**src/cadr_pkg.sv**
```systemverilog
package cadr_pkg;

   typedef logic [14:0] vram_addr_t;   // word address into the frame memory
   typedef logic [31:0] vram_word_t;   // bit n is the pixel at column offset n
   typedef logic [7:0]  scan_code_t;

   // one request from the bus master to the frame memory
   typedef struct packed {
      vram_addr_t addr;
      vram_word_t wdata;
      logic       write;   // read when low
   } vram_req_t;

   // monochrome display output
   typedef struct packed {
      logic hsync;
      logic vsync;
      logic blank;
      logic pixel;
   } vga_out_t;

   typedef enum logic [1:0] {
      ps2_idle,     // waiting for a start bit
      ps2_data,
      ps2_parity,
      ps2_stop
   } ps2_state_t;

   typedef enum logic {
      rst_hold,   // reset asserted while the stretch counter runs down
      rst_run
   } rst_state_t;

endpackage

```
**src/support.sv**
```systemverilog
`timescale 1ns/10ps

module support #(
   parameter int reset_cycles = 16
) (
   input  logic clk50,
   input  logic rst_n,
   input  logic button_reset,
   input  logic button_halt,
   output logic sys_reset,
   output logic halt
);
   import cadr_pkg::*;

   localparam int cnt_w = $clog2(reset_cycles + 1);

   rst_state_t       state;
   logic [cnt_w-1:0] cnt;
   logic [1:0]       reset_sync;
   logic [2:0]       halt_sync;   // bit 2 is the previous synchronized level
   logic             reset_req;
   logic             halt_rise;

   assign reset_req = !rst_n || reset_sync[1];
   assign halt_rise = halt_sync[1] && !halt_sync[2];

   always_ff @(posedge clk50) begin
      if (!rst_n) begin
         reset_sync <= '0;
         halt_sync <= '0;
         halt <= 1'b0;
      end else begin
         reset_sync <= {reset_sync[0], button_reset};
         halt_sync <= {halt_sync[1:0], button_halt};
         if (halt_rise)
            halt <= !halt;   // each press flips the halt state
      end
   end

   // reset stays up while a source is active, then runs down for reset_cycles clocks
   always_ff @(posedge clk50) begin
      if (reset_req) begin
         state <= rst_hold;
         cnt <= cnt_w'(reset_cycles - 1);
      end else begin
         case (state)
            rst_hold: begin
               if (cnt == '0)
                  state <= rst_run;
               else
                  cnt <= cnt - 1'b1;
            end
            default: state <= rst_run;
         endcase
      end
   end

   assign sys_reset = (state == rst_hold);

   // blocks downstream see reset on the same edge that samples rst_n low
   assert property (@(posedge clk50) !rst_n |=> sys_reset);

endmodule

```
**config.mk**
```make
export PLATFORM = sky130hd
export DESIGN_NAME = support
export DESIGN_NICKNAME = d
export VERILOG_FILES = /design/src/cadr_pkg.sv /design/src/support.sv
export SDC_FILE = /design/constraint.sdc
export NUM_CORES = 1
export LEC_CHECK = 0
export ABC_AREA = 1
export BUFFER_PORTS_ARGS = -buffer_cell sky130_fd_sc_hd__buf_2
export CAP_MARGIN = 20
export CELL_PAD_IN_SITES_DETAIL_PLACEMENT = 0
export CELL_PAD_IN_SITES_GLOBAL_PLACEMENT = 1
export CORE_MARGIN = 5
export CORE_UTILIZATION = 35
export CTS_CLUSTER_SIZE = 12
export DETAILED_ROUTE_END_ITERATION = 16
export PLACE_DENSITY_LB_ADDON = 0.1
export SLEW_MARGIN = 20
export SYNTH_ARGS = -nofsm -noshare
export SYNTH_HDL_FRONTEND = slang
export SYNTH_SLANG_ARGS = --single-unit
```
**constraint.sdc**
```tcl
create_clock -name clk50 -period 1.2 [get_ports clk50]
set_input_delay 0.18 -clock clk50 [delete_from_list [all_inputs] [get_ports clk50]]
set_output_delay 0.18 -clock clk50 [all_outputs]
set_load 0.02 [all_outputs]
```
==> flow_metrics.env <==
export IMPL_synth_edf_count=0
export IMPL_fin_crit_ps=1110
export IMPL_critPathBufInv=2
export IMPL_diodes=0
export IMPL_gp_congestion=0.757
export IMPL_clock_sinks=12
export IMPL_drt_pass1_iter_count=4
export IMPL_power_density_nw_per_um2=1290
export IMPL_vias=417
export IMPL_cts_tree="yes"
export IMPL_synth_xor_area_frac=0.0166
export IMPL_worstPathCellList="bufinv_8, buf_2"
export IMPL_rows=14
export IMPL_slowest_delay_ps=330
export IMPL_dpl_cell_area_um2=581
export IMPL_cp_top_family="buffers and inverters"
export IMPL_yosysWarnings=0
export IMPL_max_cap_viol_count=0
export IMPL_final_area_um2=632
export IMPL_grt_pass1_vias=380
export IMPL_synth_compound_area_frac=0.0261
export IMPL_setup_tns_ps=0
export IMPL_required_ps=1020
export IMPL_clockPowerShare=0.388
export IMPL_min_period_over_period=0.929
export IMPL_worst_setup_path_start_kind="register"
export IMPL_yosys_area_share_simple=0.322
export IMPL_yosysTopAreaCellShare=0.455
export IMPL_synth_top_family_by_area="simple AND/OR/NAND/NOR gates"
export IMPL_cp_end_kind="output pin"
export IMPL_dieArea_um2=2390
export IMPL_syn_to_final_growth_pct=19.7
export IMPL_first_iter_violations=4
export IMPL_tightestPinTransition_ps=239
export IMPL_synth_largest_area_cell="dfxtp_1"
export IMPL_start_util=0.359
export IMPL_status="finished clean"
export IMPL_comb_power_share=0.089
export IMPL_yosysMostFrequentCell="nand2_1"
export IMPL_synthesis_area_per_instance_um2=7.65
export IMPL_syn_inst=69
export IMPL_syn_num_nets=75
export IMPL_antenna_left=0
export IMPL_drive_gt1_frac=0.291
export IMPL_clock_root_buffer="clkbuf_4"
export IMPL_p_sw_w=0.000185
export IMPL_internal_power_w=0.000633
export IMPL_vdd_ir_drop_max_mv=0.716
export IMPL_clk_pin_slew_ps=80
export IMPL_portBuffers=5
export IMPL_critPathMaxFanout=7
export IMPL_syn_cell_area_um2=528
export IMPL_timing_final_hold_violations=0
export IMPL_ioPinCount=6
export IMPL_grt_use_total=0.0875
export IMPL_vias_per_cell=4.39
export IMPL_holdWs_ps=90.3
export IMPL_grt_pass1_wl_um=1560
export IMPL_power_leakage_nw=0.331
export IMPL_cts_buffers_inserted=3
export IMPL_fmax_mhz=897
export IMPL_die_w_um=48.8
export IMPL_grt_antenna_before_repair=0
export IMPL_insertion_delay_ps=260
export IMPL_synth_area_leaders="dfxtp_1 (45%), nand2_1 (14%), inv_1 (9.2%), nand3_1 (6.6%), ha_1 (4.7%)"
export IMPL_cp_arrival_ps=930
export IMPL_cts_repair_resized=0
export IMPL_ctsHoldBuffers=0
export IMPL_core_area_um2=1470
export IMPL_slowest_stage="dfxtp_1"
export IMPL_p_total_w=0.000817
export IMPL_routed_wl_um=871
export IMPL_netlist_top_cells_count="nand2_1 (19), inv_1 (13), dfxtp_1 (12), nand3_1 (7), nor2_2 (3)"
export IMPL_fillers=168
export IMPL_ys_types=16
export IMPL_ys_seq_area_frac=0.455
export IMPL_cts_buffer_depth=2
export IMPL_synth_adder_area_share=0.0474
export IMPL_grt_max_degree=8
export IMPL_crit_type="register to output pin"
export IMPL_maxSlewViolCount=0
export IMPL_timing_final_setup_violations=0
export IMPL_synth_seq_cells=12
export IMPL_die_h_um=48.8
export IMPL_post_route_drc_count=0
export IMPL_synthMuxAreaShare=0
export IMPL_cts_max_level=1
export IMPL_async_reset_ff_frac=0
export IMPL_synthFlopType="dfxtp_1"
export IMPL_postCtsSetupBuffers=0
export IMPL_dpl_hpwl_um=655
export IMPL_hold_class="input port to register"
export IMPL_seqPwrFrac=0.523
export IMPL_globalRouteOverflowTotal=0
export IMPL_wl_per_cell_um=9.17
export IMPL_skew_ps=1.54
export IMPL_switching_share=0.226
export IMPL_final_nets=86
export IMPL_relSlewSlack=0.841
## path summary, 6_finish.rpt
| kind | to | slack, ps | depth (start not counted) | start |
|---|---|---|---|---|
| max | sys_reset | 90 | 2 | state |
| max reg2reg | cnt[1] | 100 | 7 | cnt[1] |
| min reg2reg | reset_sync[1] | 420 | 2 | reset_sync[0] |
| min | reset_sync[0] | 90 | 3 | button_reset |
## power groups by stage
| stage | clock [W] | combinational [W] | sequential, W |
|---|---|---|---|
| floorplan | 0 | 0.0000418 | 0.000436 |
| global placement | 0 | 0.0000647 | 0.000434 |
| detailed placement | 0 | 0.0000649 | 0.000435 |
| CTS | 0.000334 | 0.0000651 | 0.000425 |
| global route | 0.000353 | 0.0000852 | 0.000430 |
| finish | 0.000317 | 0.0000726 | 0.000428 |
## worst min-delay path, delay by kind of cell
family / cells / cell delay (ps)
AND/OR/NAND/NOR: 1 / 40
buffers and inverters: 2 / 110
## final cells by class
| type | count | area [µm²] | area share |
|---|---|---|---|
| well taps | 16 | 20.0 | 0.0317 |
| flip-flops and latches | 12 | 243 | 0.384 |
| inverters | 15 | 70.1 | 0.111 |
| clock buffers | 4 | 36.3 | 0.0574 |
| multi-input cells | 42 | 230 | 0.364 |
| repair buffers | 6 | 32.5 | 0.0515 |
## cells by family after synthesis
| family | count (synthesis) |
|---|---|
| xor gates and xnor gates | 1 |
| and+or+nand+nor | 37 |
| DFF | 12 |
| AOI/OAI and AO/OA | 2 |
| adders and majority gates | 2 |
| buffers and inverters | 15 |
## stage by stage
| stage | std cells | utilization | worst slack (ps) |
|---|---|---|---|
| after floorplan | 69 | - | 139 |
| after global placement | 91 | 0.395 | 60.0 |
| after detailed placement | 91 | 0.395 | 59.8 |
| after CTS | 95 | 0.419 | 44.4 |
| after global routing | 95 | 0.429 | -5.13 |
| final | 95 | 0.429 | 85.7 |
## placed cells by master (no fill, tap or decap), types with 2 or more instances in the layout
cell,count
dfxtp_2,2
clkbuf_4,3
nand2_2,2
inv_2,3
nand2_1,19
nand3_1,7
dfxtp_1,10
nand4_1,2
buf_2,5
nor2_2,3
nor2_1,2
inv_1,11
## flip-flops by register name (all words and copies together) (netlist names)
signal and cells:
reset_sync 2, halt 1, halt_sync 3, cnt 5
state 1
## metal layers
metal / wire length, µm / share of wire / track usage / vias up
li1: - / - / - / 229
met1: 448 / 0.51 / 0.104 / 181
met2: 371 / 0.43 / 0.122 / 5
met3: 34 / 0.039 / 0.0367 / 2
met4: 16 / 0.018 / 0.0673 / 0
met5: 0 / 0 / 0 / -
Note: power is estimated with default switching activity, not from simulation.
