===== src/cadr_pkg.sv =====
package cadr_pkg;

   typedef logic [14:0] vram_addr_t;   // word address into the frame memory
   typedef logic [31:0] vram_word_t;   // bit n is the pixel at column offset n
   typedef logic [7:0]  scan_code_t;

   // one request from the bus master to the frame memory
   typedef struct packed {
      vram_addr_t addr;
      vram_word_t wdata;
      logic       write;   // read when low
   } vram_req_t;

   // monochrome display output
   typedef struct packed {
      logic hsync;
      logic vsync;
      logic blank;
      logic pixel;
   } vga_out_t;

   typedef enum logic [1:0] {
      ps2_idle,     // waiting for a start bit
      ps2_data,
      ps2_parity,
      ps2_stop
   } ps2_state_t;

   typedef enum logic {
      rst_hold,   // reset asserted while the stretch counter runs down
      rst_run
   } rst_state_t;

endpackage


===== src/vga_display.sv =====
`timescale 1ns/10ps

module vga_display #(
   parameter int h_active = 512,
   parameter int h_total = 640,
   parameter int v_active = 480,
   parameter int v_total = 500,
   parameter int h_sync_start = 528,
   parameter int h_sync_len = 64,
   parameter int v_sync_start = 485,
   parameter int v_sync_len = 2
) (
   input  logic                 clk50,
   input  logic                 sys_reset,
   output cadr_pkg::vram_addr_t fetch_addr,
   output logic                 fetch_req,
   input  cadr_pkg::vram_word_t fetch_word,
   input  logic                 fetch_grant,
   output cadr_pkg::vga_out_t   vga_out
);
   import cadr_pkg::*;

   localparam int hw = $clog2(h_total + 1);
   localparam int vw = $clog2(v_total + 1);
   localparam int frame_words = (h_active / 32) * v_active;

   logic [hw-1:0] h_cnt;
   logic [vw-1:0] v_cnt;
   logic [vw-1:0] v_next;
   vram_addr_t    next_addr;     // word address of the next fetch
   vram_word_t    shifter;
   logic          fetch_pending;   // fetch_word carries a fresh word this cycle
   logic          line_end;
   logic          line_active;
   logic          next_line_active;
   logic          active;
   logic          boundary;

   assign line_end = (h_cnt == hw'(h_total - 1));
   assign v_next = (v_cnt == vw'(v_total - 1)) ? '0 : v_cnt + 1'b1;
   assign line_active = (v_cnt < vw'(v_active));
   assign next_line_active = (v_next < vw'(v_active));
   assign active = (h_cnt < hw'(h_active)) && line_active;

   // ask two pixels ahead of each word boundary, for word 0 at the end of the previous line
   assign fetch_req = ((h_cnt[4:0] == 5'd30) && (h_cnt < hw'(h_active - 2)) && line_active)
                   || ((h_cnt == hw'(h_total - 2)) && next_line_active);
   assign fetch_addr = next_addr;

   // shifter is reloaded on the edge that ends this cycle
   assign boundary = ((h_cnt[4:0] == 5'd31) && (h_cnt < hw'(h_active - 1)) && line_active)
                  || (line_end && next_line_active);

   always_ff @(posedge clk50) begin
      if (sys_reset) begin
         // park three clocks before the frame so the first word is fetched in time
         h_cnt <= hw'(h_total - 3);
         v_cnt <= vw'(v_total - 1);
         next_addr <= '0;
         fetch_pending <= 1'b0;
      end else begin
         h_cnt <= line_end ? '0 : h_cnt + 1'b1;
         if (line_end)
            v_cnt <= v_next;
         if (fetch_req && fetch_grant)
            next_addr <= (next_addr == vram_addr_t'(frame_words - 1)) ? '0 : next_addr + 1'b1;
         fetch_pending <= fetch_req && fetch_grant;
      end
   end

   // pixel n of a word leaves n clocks after the load
   always_ff @(posedge clk50) begin
      if (fetch_pending)
         shifter <= fetch_word;
      else
         shifter <= {1'b0, shifter[31:1]};
   end

   assign vga_out.hsync = (h_cnt >= hw'(h_sync_start))
                       && (h_cnt < hw'(h_sync_start + h_sync_len));
   assign vga_out.vsync = (v_cnt >= vw'(v_sync_start))
                       && (v_cnt < vw'(v_sync_start + v_sync_len));
   assign vga_out.blank = !active;
   assign vga_out.pixel = active && shifter[0];

   // the memory must have granted the fetch one clock before every word boundary
   assert property (@(posedge clk50) disable iff (sys_reset) boundary |-> fetch_pending);

endmodule


===== config.mk =====
export PLATFORM = sky130hd
export DESIGN_NAME = vga_display
export DESIGN_NICKNAME = d
export VERILOG_FILES = /design/src/cadr_pkg.sv /design/src/vga_display.sv
export SDC_FILE = /design/constraint.sdc
export NUM_CORES = 1
export LEC_CHECK = 0
export ABC_AREA = 1
export BUFFER_PORTS_ARGS = -buffer_cell sky130_fd_sc_hd__buf_4
export CORE_UTILIZATION = 55
export CTS_CLUSTER_DIAMETER = 50
export DETAILED_ROUTE_END_ITERATION = 8
export GPL_TIMING_DRIVEN = 1
export PLACE_DENSITY = 0.8
export REMOVE_ABC_BUFFERS = 1
export SETUP_SLACK_MARGIN = 0.4
export SKIP_CTS_REPAIR_TIMING = 1
export SLEW_MARGIN = 20
export SYNTH_ARGS = -nofsm -noshare
export SYNTH_HDL_FRONTEND = slang
export SYNTH_SLANG_ARGS = --single-unit

===== constraint.sdc =====
create_clock -name clk50 -period 2.9 [get_ports clk50]
set_input_delay 0.58 -clock clk50 [delete_from_list [all_inputs] [get_ports clk50]]
set_output_delay 0.58 -clock clk50 [all_outputs]
set_load 0.05 [all_outputs]

==> results.txt <==
----------------------------------------------------
[Synth]
  Synth Area per Inst ... 8.235 sq um
  Synth warn ... 0
  Post-synthesis simple-gate area fraction ... 0.2567
  Compound-Gate Fraction of Synth Area ... 0.07197
  Top FF cell, synth ... sky130_fd_sc_hd__dfxtp_1
  Mux share of post-synthesis cell area ... 0.1116
  Number of synthesized register bits ... 67
  Xor/xnor cell area share of the yosys netlist ... 0.03918
  Sequential fraction of the synthesis area ... 0.4286
  Cell count after synthesis ... 380
  Fraction of synthesis flops using an asynchronous set or reset pin ... 0
  Largest family of logic cells by synthesized area ... simple AND/OR/NAND/NOR gates
  Distinct cells, synth ... 34
  Adder-cell share of the synthesized area ... 0.02399
  Mapped Area ... 0.003129 sq mm
  Number of flops mapped to enable cells by yosys ... 0

[Setup path]
  Kind of critical path ... reg -> out
  End of the critical path ... fetch_req
  Endpoint kind of the worst setup timing path ... output pin
  Worst reg-to-reg path cell count ... 8
  Source of the worst register-to-register timing path ... fetch_addr[0]$_SDFFE_PP0P_
  R2r setup slk ... 0.99 ns
  CP max FO ... 6
  Worst path required time ... 2.32 ns
  Startpoint of the most critical setup path ... v_cnt[1]$_SDFFE_PP1P_
  Worst flop-to-flop path endpoint ... fetch_addr[12]$_SDFFE_PP0P_
  CP Launch Type ... flip-flop
  Arrival @ worst endpoint ... 1.83 ns

[Pwr]
  Int Power ... 1958 uW
  Switch share ... 0.3858
  Peak VDD IR ... 0.5654 mV
  P_sw ... 1230 uW
  Share of total power in combinational logic ... 0.370
  Share of power burned in registers ... 0.413
  Power Dens Cells ... 824.8 mW/mm^2
  Power share of the clock group ... 0.217
  Static leakage ... 0.001746 uW

[Placement]
  DPL Wire Length ... 4.418 mm
  Cell area after placement ... 0.003573 sq mm
  Weighted congestion reported at the end of routability-driven placement ... 0.9034
  Pre-CTS WS ... 0.5984 ns
  Port Buffers ... 54

[Timing]
  Fmax achieved ... 414.2 MHz
  Final TNS setup ... 0 ns
  Max-slew headroom at the worst pin ... 0.6137
  Count of final setup violators ... 0
  Min Clock Period, post-route ... 2.414 ns
  Setup repair after global routing missed its margin ... no
  Final period utilization ... 0.8326
  Fin Clk Skew ... 0.005176 ns
  Worst path setup slack after routing ... 0.4856 ns
  Final slew viol count ... 0
  Worst-Margin Slew ... 0.5773 ns
  Number of hold-slack violations in the final timing report ... 0
  Worst Hold Margin ... 0.4100 ns

[Drt]
  Average via count per standard cell ... 5.323
  Drt first-iter violations ... 162
  Length of the first detailed-routing pass in iterations ... 4
  Overall routed net length ... 6.598 mm
  Number of nets with antenna violations after detailed routing ... 0
  Wire length per cell ... 12.69 um
  Total number of vias ... 2768
  DRC errors left ... 0

[Final layout]
  Count of antenna diodes in the layout ... 0
  Share of final-layout standard cells stronger than drive strength 1 ... 0.3013
  NumNets Final ... 484
  Register area ... 0.001350 sq mm
  Post-route design area ... 0.003865 sq mm
  Synth-to-Final Area Change ... 23.51%
  Final core utilization ... 0.7019
  # fillers ... 457
  Area of the multi-input gates ... 0.001623 sq mm

[Global routing]
  Via count of the first global-routing pass ... 2464
  Maximum number of pins on one net before global-route repair ... 33
  Initial antenna violation count ... 0
  Global-route wire length before repair ... 10.61 mm
  Total routing usage reported by global routing ... 0.2232
  Total congestion overflow ... 0

[Die]
  Die width ... 77.43 um
  I/O pin total ... 55
  Die Ht ... 77.43 um
  Die Area ... 0.005995 sq mm
  Core area ... 0.005507 sq mm
  Initial cell density of the core ... 0.5683
  Site Rows ... 27

[Run status]
  Run status ... completed

[Clock network]
  Insertion delay to the later sink of the worst-skew pair ... 0.35 ns
  Clock tree from TritonCTS ... yes
  Number of buffers on the longest clock path ... 2
  Number of buffers added by the clock tree synthesis step ... 9
  CTS Sinks ... 67
  Number of H-tree levels ... 3
  Reg clk slew, reported paths ... 0.08 ns
  Root Buffer Master ... sky130_fd_sc_hd__clkbuf_8

[Hold path]
  Hold Crit Class ... in -> reg

[Flow run]
  Max-Cap Viols ... 0

----------------------------------------------------
[cell usage after synthesis, types with 3 or more instances]
master,number,area share
sky130_fd_sc_hd__dfxtp_1,67,0.43
sky130_fd_sc_hd__nand2_1,62,0.074
sky130_fd_sc_hd__inv_1,39,0.047
sky130_fd_sc_hd__nor2_1,39,0.047
sky130_fd_sc_hd__nand3_1,36,0.058
sky130_fd_sc_hd__mux2_2,31,0.11
sky130_fd_sc_hd__a21oi_1,22,0.035
sky130_fd_sc_hd__xor2_1,12,0.034
sky130_fd_sc_hd__o21ai_0,9,0.014
sky130_fd_sc_hd__nor3_1,8,0.013
sky130_fd_sc_hd__ha_1,6,0.024
sky130_fd_sc_hd__a22oi_1,5,0.012
sky130_fd_sc_hd__nand4_1,5,0.010
sky130_fd_sc_hd__clkbuf_1,4,0.0048
sky130_fd_sc_hd__nand2_2,4,0.0080
sky130_fd_sc_hd__nand3_2,4,0.013
sky130_fd_sc_hd__buf_1,3,0.0036
sky130_fd_sc_hd__nor2_2,3,0.0060
[power groups by stage]
stage          combinational (uW)  clock (uW)  sequential, uW
6_report                     1180         690            1320
5_1_grt                      1290         754            1350
4_1_cts                      1080         707            1310
3_5_place_dp                 1070           0            1320
3_3_place_gp                 1040           0            1320
2_1_floorplan                 785           0            1340
[logic make-up (layout without fill, tap and decap cells)]
| kind of cell | count (synthesis) | in the layout |
|---|---|---|
| AND/OR/NAND/NOR | 170 | 171 |
| flip-flops | 67 | 67 |
| XOR/XNOR | 14 | 14 |
| adder cells (fa/ha/maj) | 6 | 6 |
| AO/OA/AOI/OAI | 40 | 40 |
| multiplexers | 31 | 31 |
| buffers and inverters | 52 | 119 |
[state kept, by name (all words and copies together) (netlist names)]
register	cells
fetch_addr	15
fetch_pending	1
h_cnt	10
shifter	32
v_cnt	9
[placed cells by master, fill, tap and decap left out, types with 2 or more instances in the layout]
master / instances
sky130_fd_sc_hd__inv_6: 2
sky130_fd_sc_hd__nand3_1: 36
sky130_fd_sc_hd__dfxtp_1: 64
sky130_fd_sc_hd__xor2_1: 12
sky130_fd_sc_hd__nand3_2: 4
sky130_fd_sc_hd__nor4_1: 2
sky130_fd_sc_hd__mux2_2: 31
sky130_fd_sc_hd__clkbuf_8: 9
sky130_fd_sc_hd__ha_1: 5
sky130_fd_sc_hd__a21oi_1: 22
sky130_fd_sc_hd__buf_4: 61
sky130_fd_sc_hd__xnor2_1: 2
sky130_fd_sc_hd__nor3_1: 7
sky130_fd_sc_hd__nand4_1: 5
sky130_fd_sc_hd__a22oi_1: 5
sky130_fd_sc_hd__inv_1: 39
sky130_fd_sc_hd__nor2_2: 4
sky130_fd_sc_hd__clkinvlp_4: 2
sky130_fd_sc_hd__o21ai_0: 8
sky130_fd_sc_hd__nand2_1: 61
sky130_fd_sc_hd__nor2_4: 2
sky130_fd_sc_hd__nor2_1: 38
sky130_fd_sc_hd__nand2_4: 2
sky130_fd_sc_hd__clkinv_2: 2
sky130_fd_sc_hd__dfxtp_4: 2
sky130_fd_sc_hd__nand2_2: 4
sky130_fd_sc_hd__nor3_2: 2
[worst min path at each step]
stage / from / to / cells after the start
2_1_floorplan: shifter[1]$_DFF_P_ / shifter[0]$_DFF_P_ / 1
3_3_place_gp: shifter[21]$_DFF_P_ / shifter[20]$_DFF_P_ / 1
3_5_place_dp: shifter[20]$_DFF_P_ / shifter[19]$_DFF_P_ / 1
4_1_cts: fetch_word[31] / shifter[31]$_SDFF_PN0_ / 3
5_1_grt: fetch_word[31] / shifter[31]$_SDFF_PN0_ / 3
6_report: fetch_word[31] / shifter[31]$_SDFF_PN0_ / 3
[final cells by class]
type                    instances  area share
multi-input cells             262      0.4199
flip-flops and latches         67      0.3493
repair buffers                 62      0.1224
inverters                      41     0.03982
clock buffers                   9     0.03205
well taps                      72     0.02331
clock inverters                 7     0.01327
[per-stage QoR]
step                total power, uW  instances
finish                         3188        520
global route                   3395        520
CTS                            3088        512
detailed placement             2393        496
global placement               2352        496
floorplan                      2126        369
[routing by layer]
layer | GRT usage | vias to the layer above | routed length, um
li1 | - | 1385 | -
met1 | 0.2636 | 1269 | 2942
met2 | 0.3655 | 100 | 3072
met3 | 0.08353 | 14 | 479
met4 | 0.08679 | 0 | 104
met5 | 0 | - | 0
[critical path, stage by stage (launching register included)]
cell and delay [ns]:
sky130_fd_sc_hd__dfxtp_4 0.39, sky130_fd_sc_hd__ha_4 0.15, sky130_fd_sc_hd__nand2_1 0.08, sky130_fd_sc_hd__nor2_2 0.14, sky130_fd_sc_hd__nand2_1 0.07, sky130_fd_sc_hd__nand2_1 0.06
sky130_fd_sc_hd__nand3_1 0.08, sky130_fd_sc_hd__nor2_1 0.09, sky130_fd_sc_hd__nand2_1 0.09, sky130_fd_sc_hd__nand2_4 0.10, sky130_fd_sc_hd__nand2_8 0.07, sky130_fd_sc_hd__buf_8 0.17
(Power assumes the default switching activity.)
