<file path="config.mk">
export PLATFORM = sky130hd
export DESIGN_NAME = ps2_keyboard
export DESIGN_NICKNAME = d
export VERILOG_FILES = /design/src/cadr_pkg.sv /design/src/ps2_keyboard.sv
export SDC_FILE = /design/constraint.sdc
export NUM_CORES = 1
export LEC_CHECK = 0
export BUFFER_PORTS_ARGS = -buffer_cell sky130_fd_sc_hd__buf_2
export CAP_MARGIN = 20
export CORE_MARGIN = 4
export CORE_UTILIZATION = 54
export DETAILED_ROUTE_END_ITERATION = 7
export PLACE_DENSITY = 0.75
export SLEW_MARGIN = 25
export SYNTH_ARGS = -nofsm -noshare
export SYNTH_HDL_FRONTEND = slang
export SYNTH_SLANG_ARGS = --single-unit
</file>
<file path="constraint.sdc">
create_clock -name clk50 -period 1.8 [get_ports clk50]
set_input_delay 0.36 -clock clk50 [delete_from_list [all_inputs] [get_ports clk50]]
set_output_delay 0.36 -clock clk50 [all_outputs]
set_load 0.02 [all_outputs]
</file>
<file path="src/cadr_pkg.sv">
package cadr_pkg;

   typedef logic [14:0] vram_addr_t;   // word address into the frame memory
   typedef logic [31:0] vram_word_t;   // bit n is the pixel at column offset n
   typedef logic [7:0]  scan_code_t;

   // one request from the bus master to the frame memory
   typedef struct packed {
      vram_addr_t addr;
      vram_word_t wdata;
      logic       write;   // read when low
   } vram_req_t;

   // monochrome display output
   typedef struct packed {
      logic hsync;
      logic vsync;
      logic blank;
      logic pixel;
   } vga_out_t;

   typedef enum logic [1:0] {
      ps2_idle,     // waiting for a start bit
      ps2_data,
      ps2_parity,
      ps2_stop
   } ps2_state_t;

   typedef enum logic {
      rst_hold,   // reset asserted while the stretch counter runs down
      rst_run
   } rst_state_t;

endpackage

</file>
<file path="src/ps2_keyboard.sv">
`timescale 1ns/10ps

module ps2_keyboard (
   input  logic                 clk50,
   input  logic                 sys_reset,
   input  logic                 ps2_clk,
   input  logic                 ps2_data,
   output cadr_pkg::scan_code_t kb_code,
   output logic                 kb_valid,
   output logic                 kb_overrun,
   input  logic                 kb_ready
);
   import cadr_pkg::*;

   ps2_state_t state;
   scan_code_t shreg;
   logic [2:0] clk_sync;    // bit 2 holds the previous synchronized level
   logic [1:0] data_sync;
   logic [2:0] bit_cnt;
   logic       parity_ok;
   logic       fall;
   logic       bit_in;
   logic       frame_ok;
   logic       full;

   assign fall = clk_sync[2] && !clk_sync[1];
   assign bit_in = data_sync[1];
   assign full = kb_valid && !kb_ready;   // holding register cannot take a code this cycle

   always_ff @(posedge clk50) begin
      if (sys_reset) begin
         clk_sync <= '1;   // idle bus is high
         data_sync <= '1;
      end else begin
         clk_sync <= {clk_sync[1:0], ps2_clk};
         data_sync <= {data_sync[0], ps2_data};
      end
   end

   always_ff @(posedge clk50) begin
      if (sys_reset) begin
         state <= ps2_idle;
         bit_cnt <= '0;
         parity_ok <= 1'b0;
      end else if (fall) begin
         case (state)
            ps2_idle: begin
               bit_cnt <= '0;
               if (!bit_in)
                  state <= cadr_pkg::ps2_data;   // start bit
            end
            cadr_pkg::ps2_data: begin
               bit_cnt <= bit_cnt + 1'b1;
               if (bit_cnt == 3'd7)
                  state <= ps2_parity;
            end
            ps2_parity: begin
               parity_ok <= ^{shreg, bit_in};   // odd parity over data and parity bit
               state <= ps2_stop;
            end
            default: state <= ps2_idle;
         endcase
      end
   end

   // data bits arrive lsb first
   always_ff @(posedge clk50) begin
      if (fall && state == cadr_pkg::ps2_data)
         shreg <= {bit_in, shreg[7:1]};
   end

   // a bad parity or a low stop bit just drops the frame
   assign frame_ok = fall && (state == ps2_stop) && bit_in && parity_ok;

   always_ff @(posedge clk50) begin
      if (sys_reset) begin
         kb_valid <= 1'b0;
         kb_overrun <= 1'b0;
      end else begin
         if (frame_ok && !full)
            kb_valid <= 1'b1;
         else if (kb_ready)
            kb_valid <= 1'b0;
         if (frame_ok && full)
            kb_overrun <= 1'b1;   // held code is kept and the new one dropped
      end
   end

   always_ff @(posedge clk50) begin
      if (frame_ok && !full)
         kb_code <= shreg;
   end

endmodule

</file>
==> run metrics, run 1 <==
final worst setup slack=371 ps; Placement Rows=16; clock tree root driver cell=clkbuf_4; initial antenna violation count=0; Arr. time, crit path=1690 ps; drt drc=0; Die Span Y=53.5 um; die width=53.5 um; Worst Setup Path Type=flip-flop to flip-flop; largest net degree at the start of global routing=15; Filler Cells Inserted=179; Ys Warns=0; Mapped Area=1120 um^2; Worst-Skew Late Latency=320 ps; #FFs+latches synth=29; htree depth=2; Final Max Slew Viols=0; DP Area=1220 um^2; CP max FO=3; Synth Flop Type=edfxtp_1; CTS Sinks=29; asr flop ratio synth=0%; Wirelength per Cell=11.5 um; Final ANT Viol Nets=0; GR Overflow Total=0; # diodes=0; die area=2860 um^2; CTS Buffer Depth=2; power per cell area=868 nW/um^2; post-route cell area=1280 um^2; top-area cell type share of the netlist area=43.0%; first-pass GRT wire length=2410 um; CP endpoint kind=flip-flop; vias in the first global route=575; Post-CTS Hold Buffers=0; Initial Utilization=57.0%; dpl hpwl=1020 um; Peak Freq=0.700 GHz; RSZ-0062 raised after global routing=false; Post-Route Setup TNS=0 ps; fin nets=111; Setup violations, final=0; Iter 0 DRT Violations=12; worst-margin pin slew=460 ps; outcome=completed; Post-CTS Resized=0; Peak VDD IR=0.625 mV; fin crit share=79.4%; All-Layer GR Usage=13.1%; most area-hungry cell type in the Yosys netlist=edfxtp_1; layout cells sized above 1=29.7%; core box area=1960 um^2; Unique masters post-synth=26; max-cap violation count=0; Gate Count Post-Synth=79; Worst Path Required=2060 ps; Layout Skew=5.68 ps; Tmin final=1430 ps; clk slew on worst S/H paths=80 ps; total CTS buffers=5; Layout area overhead=14.9%; port bufs=14; Placer Congestion=0.800; Hold Path Class=input port to flip-flop; Via-to-Cell Ratio=4.96; DR vias=635; num ports=15; drt total wl=1470 um; setup bufs post-CTS=0; Syn Area/Cell=14.1 um^2; drt pass-1 iters=4; CP Launch Type=flip-flop; most common cell in the netlist=edfxtp_1; Post-Syn Nets=90; Leakage=0.000504 uW; Final Util=65.4%; Final Hold Viols=0; CTS tree=yes; Post-synth EDFFs=16; Pwr Total=1110 uW; relative slew slack=69.3%; largest cells by area after synthesis=edfxtp_1 43%, dfxtp_1 23%, ha_1 6.7%, or2_2 2.8%, nor2_1 2.4%; sequential area share after synthesis=66.3%; most frequent cells after synthesis=16 x edfxtp_1, 13 x dfxtp_1, 7 x nor2_1; pre-CTS WS=393 ps
[stage by stage]
step                instances  hold slack, ps
floorplan                  79             389
global placement          120             393
detailed placement        120             399
CTS                       128             203
global route              128             196
finish                    128             220
[state kept, by name, indices dropped and copies added (netlist names)]
name and flops:
clk_sync 3, parity_ok 1, bit_cnt 3, kb_code 8, kb_overrun 1, shreg 8, data_sync 2, kb_valid 1
state 2
[final cells by class]
type                       instances  area (um^2)  share of cell area, %
clock buffer                       8         58.8                   4.58
inverter                           2         7.51                  0.585
multi-input combinational         47          365                   28.5
sequential                        29          741                   57.7
tap                               27         33.8                   2.63
timing repair buffer              15         77.6                   6.04
[kinds of logic (layout without fill, tap and decap cells)]
| family | count (synthesis) | count (layout) | synth area share [%] |
|---|---|---|---|
| AOI/OAI and AO/OA | 7 | 7 | 4.59 |
| xor gates and xnor gates | 6 | 6 | 5.94 |
| adders and majority gates | 6 | 6 | 6.72 |
| buffers and inverters | 3 | 25 | 1.01 |
| DFF | 29 | 29 | 66.3 |
| muxes | 2 | 2 | 1.79 |
| and+or+nand+nor | 26 | 26 | 13.7 |
[report_power, final]
group | internal, uW | switching [uW]
logic | 11.0 | 9.89
clock network | 192 | 201
registers | 696 | 3.34
total | 899 | 214
[critical path, stage by stage (launching register included)]
cell,delay (ps)
dfxtp_1,350
ha_1,160
ha_1,140
nand2b_1,110
nand3_2,100
or3_1,380
a21oi_2,130
[final timing paths]
check | endpoint | slack [ps] | start | cells past startpoint
setup / recovery | state[0] | 370 | bit_cnt[0] | 6
hold / removal | data_sync[0] | 220 | ps2_data | 2
setup reg to reg | state[0] | 370 | bit_cnt[0] | 6
hold reg to reg | data_sync[1] | 410 | data_sync[0] | 1
[placed cells by master, fill, tap and decap left out, drive strengths merged]
cell type | netlist | final
edfxtp | 16 | 16
buf | 0 | 15
dfxtp | 13 | 13
clkbuf | 1 | 8
nor2 | 7 | 7
ha | 6 | 6
or2 | 5 | 5
nand2 | 3 | 3
xnor2 | 3 | 3
nand3b | 3 | 3
nand2b | 2 | 2
inv | 2 | 2
mux2i | 2 | 2
a22oi | 2 | 2
xor2 | 2 | 2
nor2b | 2 | 2
a21oi | 2 | 2
nand4 | 1 | 1
and2 | 1 | 1
nand3 | 1 | 1
o21ai | 1 | 1
xnor3 | 1 | 1
o211ai | 1 | 1
o21ba | 1 | 1
or3 | 1 | 1
[metal layers]
| metal | vias up | track usage (%) | wire length (um) |
|---|---|---|---|
| met5 | - | 0 | 0 |
| met1 | 296 | 13.3 | 652 |
| li1 | 320 | - | - |
| met2 | 15 | 18.8 | 707 |
| met3 | 4 | 8.45 | 88 |
| met4 | 0 | 10.2 | 23 |
Power figures use the tool's default switching activity.
==> run 2: changes to the inputs <==
Settings changed: ABC_AREA from default to 1, CORE_UTILIZATION 54 to 55, PLACE_DENSITY 0.75 to 0.76.
Clock period 1.8 ns to 1.4 ns, I/O delays scaled along.
==> run 2 against run 1 <==
- first-iteration DRC count shrank 25%
- utilization grew 3.7 points
- power grew 35%
- largest cell class unchanged
==> run metrics, run 2 <==
outcome=completed; initial antenna violation count=0 (unchanged); Reg area=741 um^2 (unchanged); Via-to-Cell Ratio=4.85 (-2.3%); DP Area=1310 um^2 (+7.3%); most frequent cells in the layout=28 x nand2_1, 19 x inv_1, 16 x edfxtp_1; most common cell in the netlist=nand2_1; fin nets=152 (+37%); Syn Area/Cell=10.1 um^2 (-29%); post-route cell area=1380 um^2 (+7.8%); Worst Setup Path Type=flip-flop to flip-flop; most area-hungry cell type in the Yosys netlist=edfxtp_1; Arr. time, crit path=1520 ps (-170 ps); clock tree root driver cell=clkbuf_4; CTS Buffer Depth=2 (unchanged); #FFs+latches synth=29 (unchanged); core box area=2000 um^2 (+2.0%); drt total wl=1930 um (+31%); Layout Skew=10.1 ps (+4.41 ps); clk slew on worst S/H paths=90 ps (about the same); asr flop ratio synth=0% (unchanged); CP Launch Type=flip-flop; Ys Warns=0 (unchanged); largest cells by area after synthesis=edfxtp_1 40%, dfxtp_1 22%, nand2_1 8.8%, ha_1 6.3%, inv_1 6.0%; Unique masters post-synth=17 (-35%); layout cells sized above 1=23.9% (-5.8 points); Leakage=0.000636 uW (+26%); Wirelength per Cell=11.4 um (-0.78%); Worst-Skew Late Latency=320 ps (about the same); CP endpoint kind=flip-flop; CP max FO=4 (+1); Final Util=69.1% (+3.7 points); Mapped Area=1190 um^2 (+6.7%); worst-margin pin slew=257 ps (-204 ps); Peak Freq=0.765 GHz (+9.3%); max-cap violation count=0 (unchanged); Initial Utilization=59.6% (+2.6 points); Worst Path Required=1610 ps (-450 ps); num ports=15 (unchanged); largest net degree at the start of global routing=12 (-3); Final Max Slew Viols=0 (unchanged); most frequent cells after synthesis=28 x nand2_1, 19 x inv_1, 16 x edfxtp_1; sequential area share after synthesis=62.1% (-4.2 points); Placer Congestion=0.810 (+1.3%); Tmin final=1310 ps (-122 ps); Post-Syn Nets=129 (+43%); Iter 0 DRT Violations=9 (-3); first-pass GRT wire length=3260 um (+36%); vias in the first global route=821 (+43%); multi-input logic area=383 um^2 (+4.8%); CTS Sinks=29 (unchanged); top flop regs=kb_code (8), shreg (8); most common cell after layout, fill and taps aside=nand2_1; Synth Flop Type=edfxtp_1; RSZ-0062 raised after global routing=false; total CTS buffers=5 (unchanged); Peak VDD IR=0.759 mV (+21%); power per cell area=1090 nW/um^2 (+26%); htree depth=2 (unchanged); dpl hpwl=1490 um (+46%); Die Span Y=54.6 um (+2.0%); DR vias=819 (+29%); top-area cell type share of the netlist area=40.3% (-2.7 points); drt pass-1 iters=4 (unchanged); Filler Cells Inserted=161 (-10%); Hold Path Class=input port to flip-flop; All-Layer GR Usage=16.2% (+3.1 points); Final Hold Viols=0 (unchanged); Post-synth EDFFs=16 (unchanged); fin crit share=93.4% (+14 points); Setup violations, final=0 (unchanged); Final ANT Viol Nets=0 (unchanged); Layout area overhead=16.1%; GR Overflow Total=0 (unchanged); port bufs=14 (unchanged); Fin Hold WS=135 ps (-85.6 ps); CTS tree=yes; Placement Rows=16 (unchanged); die area=2980 um^2 (+4.1%); relative slew slack=82.8% (+13 points); drt drc=0 (unchanged); # diodes=0 (unchanged); die width=54.6 um (+2.0%); Gate Count Post-Synth=118 (+49%); Post-Route Setup TNS=0 ps (unchanged)
[run 2: cell count changes after synthesis, sizes merged, moves of 3 or more]
cell,before,now
o21ai,1,6
nand3,1,5
nand3b,3,0
a21oi,2,8
nand2,3,30
inv,2,19
[run 2: worst paths after layout]
check / end / from / slack [ps] / depth (start not counted)
worst max-delay path: state[0] / state[0] / 90 / 6
worst min-delay path: data_sync[0] / ps2_data / 130 / 2
worst max register to register: state[0] / state[0] / 90 / 6
worst min register to register: clk_sync[2] / clk_sync[1] / 430 / 2
[run 2: timing repair]
item | in CTS | in global routing
resized for setup | 0 | 2
hold buffers | 0 | 0
setup buffers | 0 | 0
hold endpoints to repair | 0 | 0
endpoints found under the setup margin | 0 | 2
[run 2: power by group]
group	total, uW	switching (uW)	internal (uW)
combinational	34.5	20.0	14.5
sequential	900	4.13	896
clock	572	282	291
total	1510	306	1200
[run 2: through the flow]
stage | instances | setup slack (ps) | total power [uW]
finish | 169 | 92.9 | 1510
global route | 169 | 0.0498 | 1570
CTS | 169 | 93.2 | 1530
detailed placement | 161 | 107 | 954
global placement | 161 | 175 | 952
floorplan | 118 | 44.2 | 940
[run 2: kinds of logic after synthesis]
| family | after synthesis | synth area share [%] |
|---|---|---|
| buf+inv | 19 | 5.98 |
| xor+xnor | 2 | 1.47 |
| fa+ha+maj | 6 | 6.30 |
| compound gates | 14 | 6.19 |
| flops | 29 | 62.1 |
| simple gates | 48 | 17.9 |
[run 2: critical path, stage by stage (launching register included)]
cell,delay (ps)
dfxtp_1,380
inv_1,100
ha_1,230
a21oi_1,120
o21ai_1,120
o21ai_0,180
a21oi_1,60
[run 2: final cells by class]
cell class,count,share of cell area (%)
Timing Repair Buffer,16,6.15
Clock inverter,1,0.362
Sequential cell,29,53.5
Multi-Input combinational cell,70,27.7
Tap cell,27,2.44
Inverter,19,5.15
Clock buffer,7,4.70
[run 2: routing by layer]
layer	wire length (um)	track usage [%]	vias up
li1	-	-	422
met1	755	16.0	374
met2	1030	28.9	18
met3	96	5.18	5
met4	42	10.4	0
met5	0	0	-
==> run 3: changes to the inputs <==
Settings changed: ABC_AREA 1 to 0, CORE_UTILIZATION 55 to 58, CTS_BUF_LIST from default to sky130_fd_sc_hd__clkbuf_8, PLACE_DENSITY 0.76 to 0.8.
==> run 3 against run 2 <==
- final cell count fell by 24%
- clock-buffer cell count down 2
- sequential power barely moved
- critical path depth is 1 higher
- worst setup slack worse by 36 ps
- highest routed layer unchanged
==> run metrics, run 3 (synthesis results as in run 1) <==
relative slew slack=73.1% (-9.7 points); clk slew on worst S/H paths=60 ps (-30 ps); Tmin final=1340 ps (+36.0 ps); Clk pwr share=39.7% (+1.7 points); internal power=1250 uW (+3.7%); dpl hpwl=1100 um (-26%); Layout Skew=4.45 ps (-5.64 ps); drt total wl=1660 um (-14%); htree depth=2 (unchanged); Iter 0 DRT Violations=8 (-1); CTS tree=yes; vias in the first global route=613 (-25%); Final Util=76.4% (+7.2 points); register share of total power=58.3% (-1.4 points); DR vias=647 (-21%); Comb power frac=2.0% (-0.3 points); port bufs=14 (unchanged); worst-margin pin slew=400 ps (+143 ps); drt drc=0 (unchanged); outcome=completed; total CTS buffers=5 (unchanged); core box area=1780 um^2 (-11%); CTS Sinks=29 (unchanged); clock tree root driver cell=clkbuf_8; Initial Utilization=62.7% (+3.1 points); Final ANT Viol Nets=0 (unchanged); drt pass-1 iters=4 (unchanged); sw frac=19.5% (-0.81 points); most common cell after layout, fill and taps aside=edfxtp_1; CP endpoint kind=flip-flop; Placement Rows=15 (-1); max-cap violation count=0 (unchanged); Wirelength per Cell=13.0 um (+14%); layout cells sized above 1=41.7% (+18 points); Leakage=0.000535 uW (-16%); Peak VDD IR=1.01 mV (+33%); Via-to-Cell Ratio=5.05 (+4.3%); post-route cell area=1360 um^2 (-1.6%); Peak Freq=0.745 GHz (-2.7%); Final Hold Viols=0 (unchanged); first-pass GRT wire length=2640 um (-19%); GR Overflow Total=0 (unchanged); CP Launch Type=flip-flop; DP Area=1230 um^2 (-6.2%); Die Span Y=51.9 um (-4.9%); num ports=15 (unchanged); net switching power=301 uW (-1.4%); Worst-Skew Late Latency=270 ps (-50 ps); power per cell area=1140 nW/um^2 (+4.4%); die width=51.9 um (-4.9%); Worst Path Required=1560 ps (-50 ps); fin nets=113 (-26%); Arr. time, crit path=1500 ps (-20 ps); Post-CTS Hold Buffers=0 (unchanged); Worst Setup Path Type=flip-flop to flip-flop; largest net degree at the start of global routing=15 (+3); CP max FO=2 (-2); CTS Buffer Depth=2 (unchanged); top flop regs=kb_code (8), shreg (8); Setup violations, final=0 (unchanged); # diodes=0 (unchanged); Hold Path Class=input port to flip-flop; All-Layer GR Usage=14.6% (-1.6 points); initial antenna violation count=0 (unchanged); Layout area overhead=21.8%; die area=2690 um^2 (-9.5%); most frequent cells in the layout=16 x edfxtp_1, 14 x buf_2, 9 x dfxtp_1; RSZ-0062 raised after global routing=true; fin crit share=95.9% (+2.6 points); Placer Congestion=0.731 (-9.7%); Final Max Slew Viols=0 (unchanged); Filler Cells Inserted=114 (-29%)
## run 3: cell types whose count changed in the layout (fill, tap and decap cells not counted), moves of 4 or more
| cell | before | now |
|---|---|---|
| inv_1 | 19 | 2 |
| dfxtp_2 | 0 | 4 |
| nand2_1 | 28 | 2 |
| dfxtp_1 | 13 | 9 |
| clkbuf_4 | 5 | 0 |
| a21oi_1 | 7 | 1 |
## run 3: power groups by stage
stage                     Sequential (uW)  Clock (uW)  Combinational [uW]
final                                 901         614                31.1
after global routing                  901         677                34.6
after CTS                             901         635                28.5
after detailed placement              919           0                28.2
after global placement                919           0                26.9
after floorplan                       918           0                18.8
## run 3: metrics by stage
step                      instances  setup TNS, ps  worst slack (ps)  power [uW]  hold WS, ps
after floorplan                  79              0              69.5         937          384
after global placement          119              0              35.2         946          395
after detailed placement        119              0              4.51         947          394
after CTS                       127              0              7.74        1560          186
after global routing            128          -30.3             -30.3        1610          198
final                           128              0              56.9        1550          193
## run 3: worst max-delay path, cell delays in order, from the launching register on
cell and delay, ps:
dfxtp_2 320, ha_1 190, ha_1 180, nand2b_4 150
nand3_4 80, buf_6 100, mux2i_1 160, nor2_1 60
## run 3: layout make-up
cell class | count | area, um^2 | area share [%]
sequential | 29 | 746 | 54.8
timing repair buffer | 17 | 96.3 | 7.08
multi-input combinational | 47 | 399 | 29.3
inverter | 2 | 7.51 | 0.551
clock buffer | 5 | 68.8 | 5.06
clock inverter | 3 | 12.5 | 0.919
tap | 25 | 31.3 | 2.30
## run 3: worst paths after layout
check	end	from	cells past startpoint	slack, ps
worst max register to register	state[1]	bit_cnt[0]	7	60
worst min-delay path	clk_sync[0]	ps2_clk	2	190
worst min register to register	clk_sync[1]	clk_sync[0]	1	410
worst max-delay path	state[1]	bit_cnt[0]	7	60
## run 3: timing repair
action,in CTS,in global routing
setup buffers,0,1
pin swaps,0,2
cloned,0,0
gates resized for setup,3,9
endpoints found under the setup margin,10,13
## run 3: routing by layer
layer  share of wire (%)  global-route usage (%)
met4                 2.0                    10.5
met3                 6.6                    6.02
met1                  40                    15.2
met5                   0                       0
met2                  51                    23.4
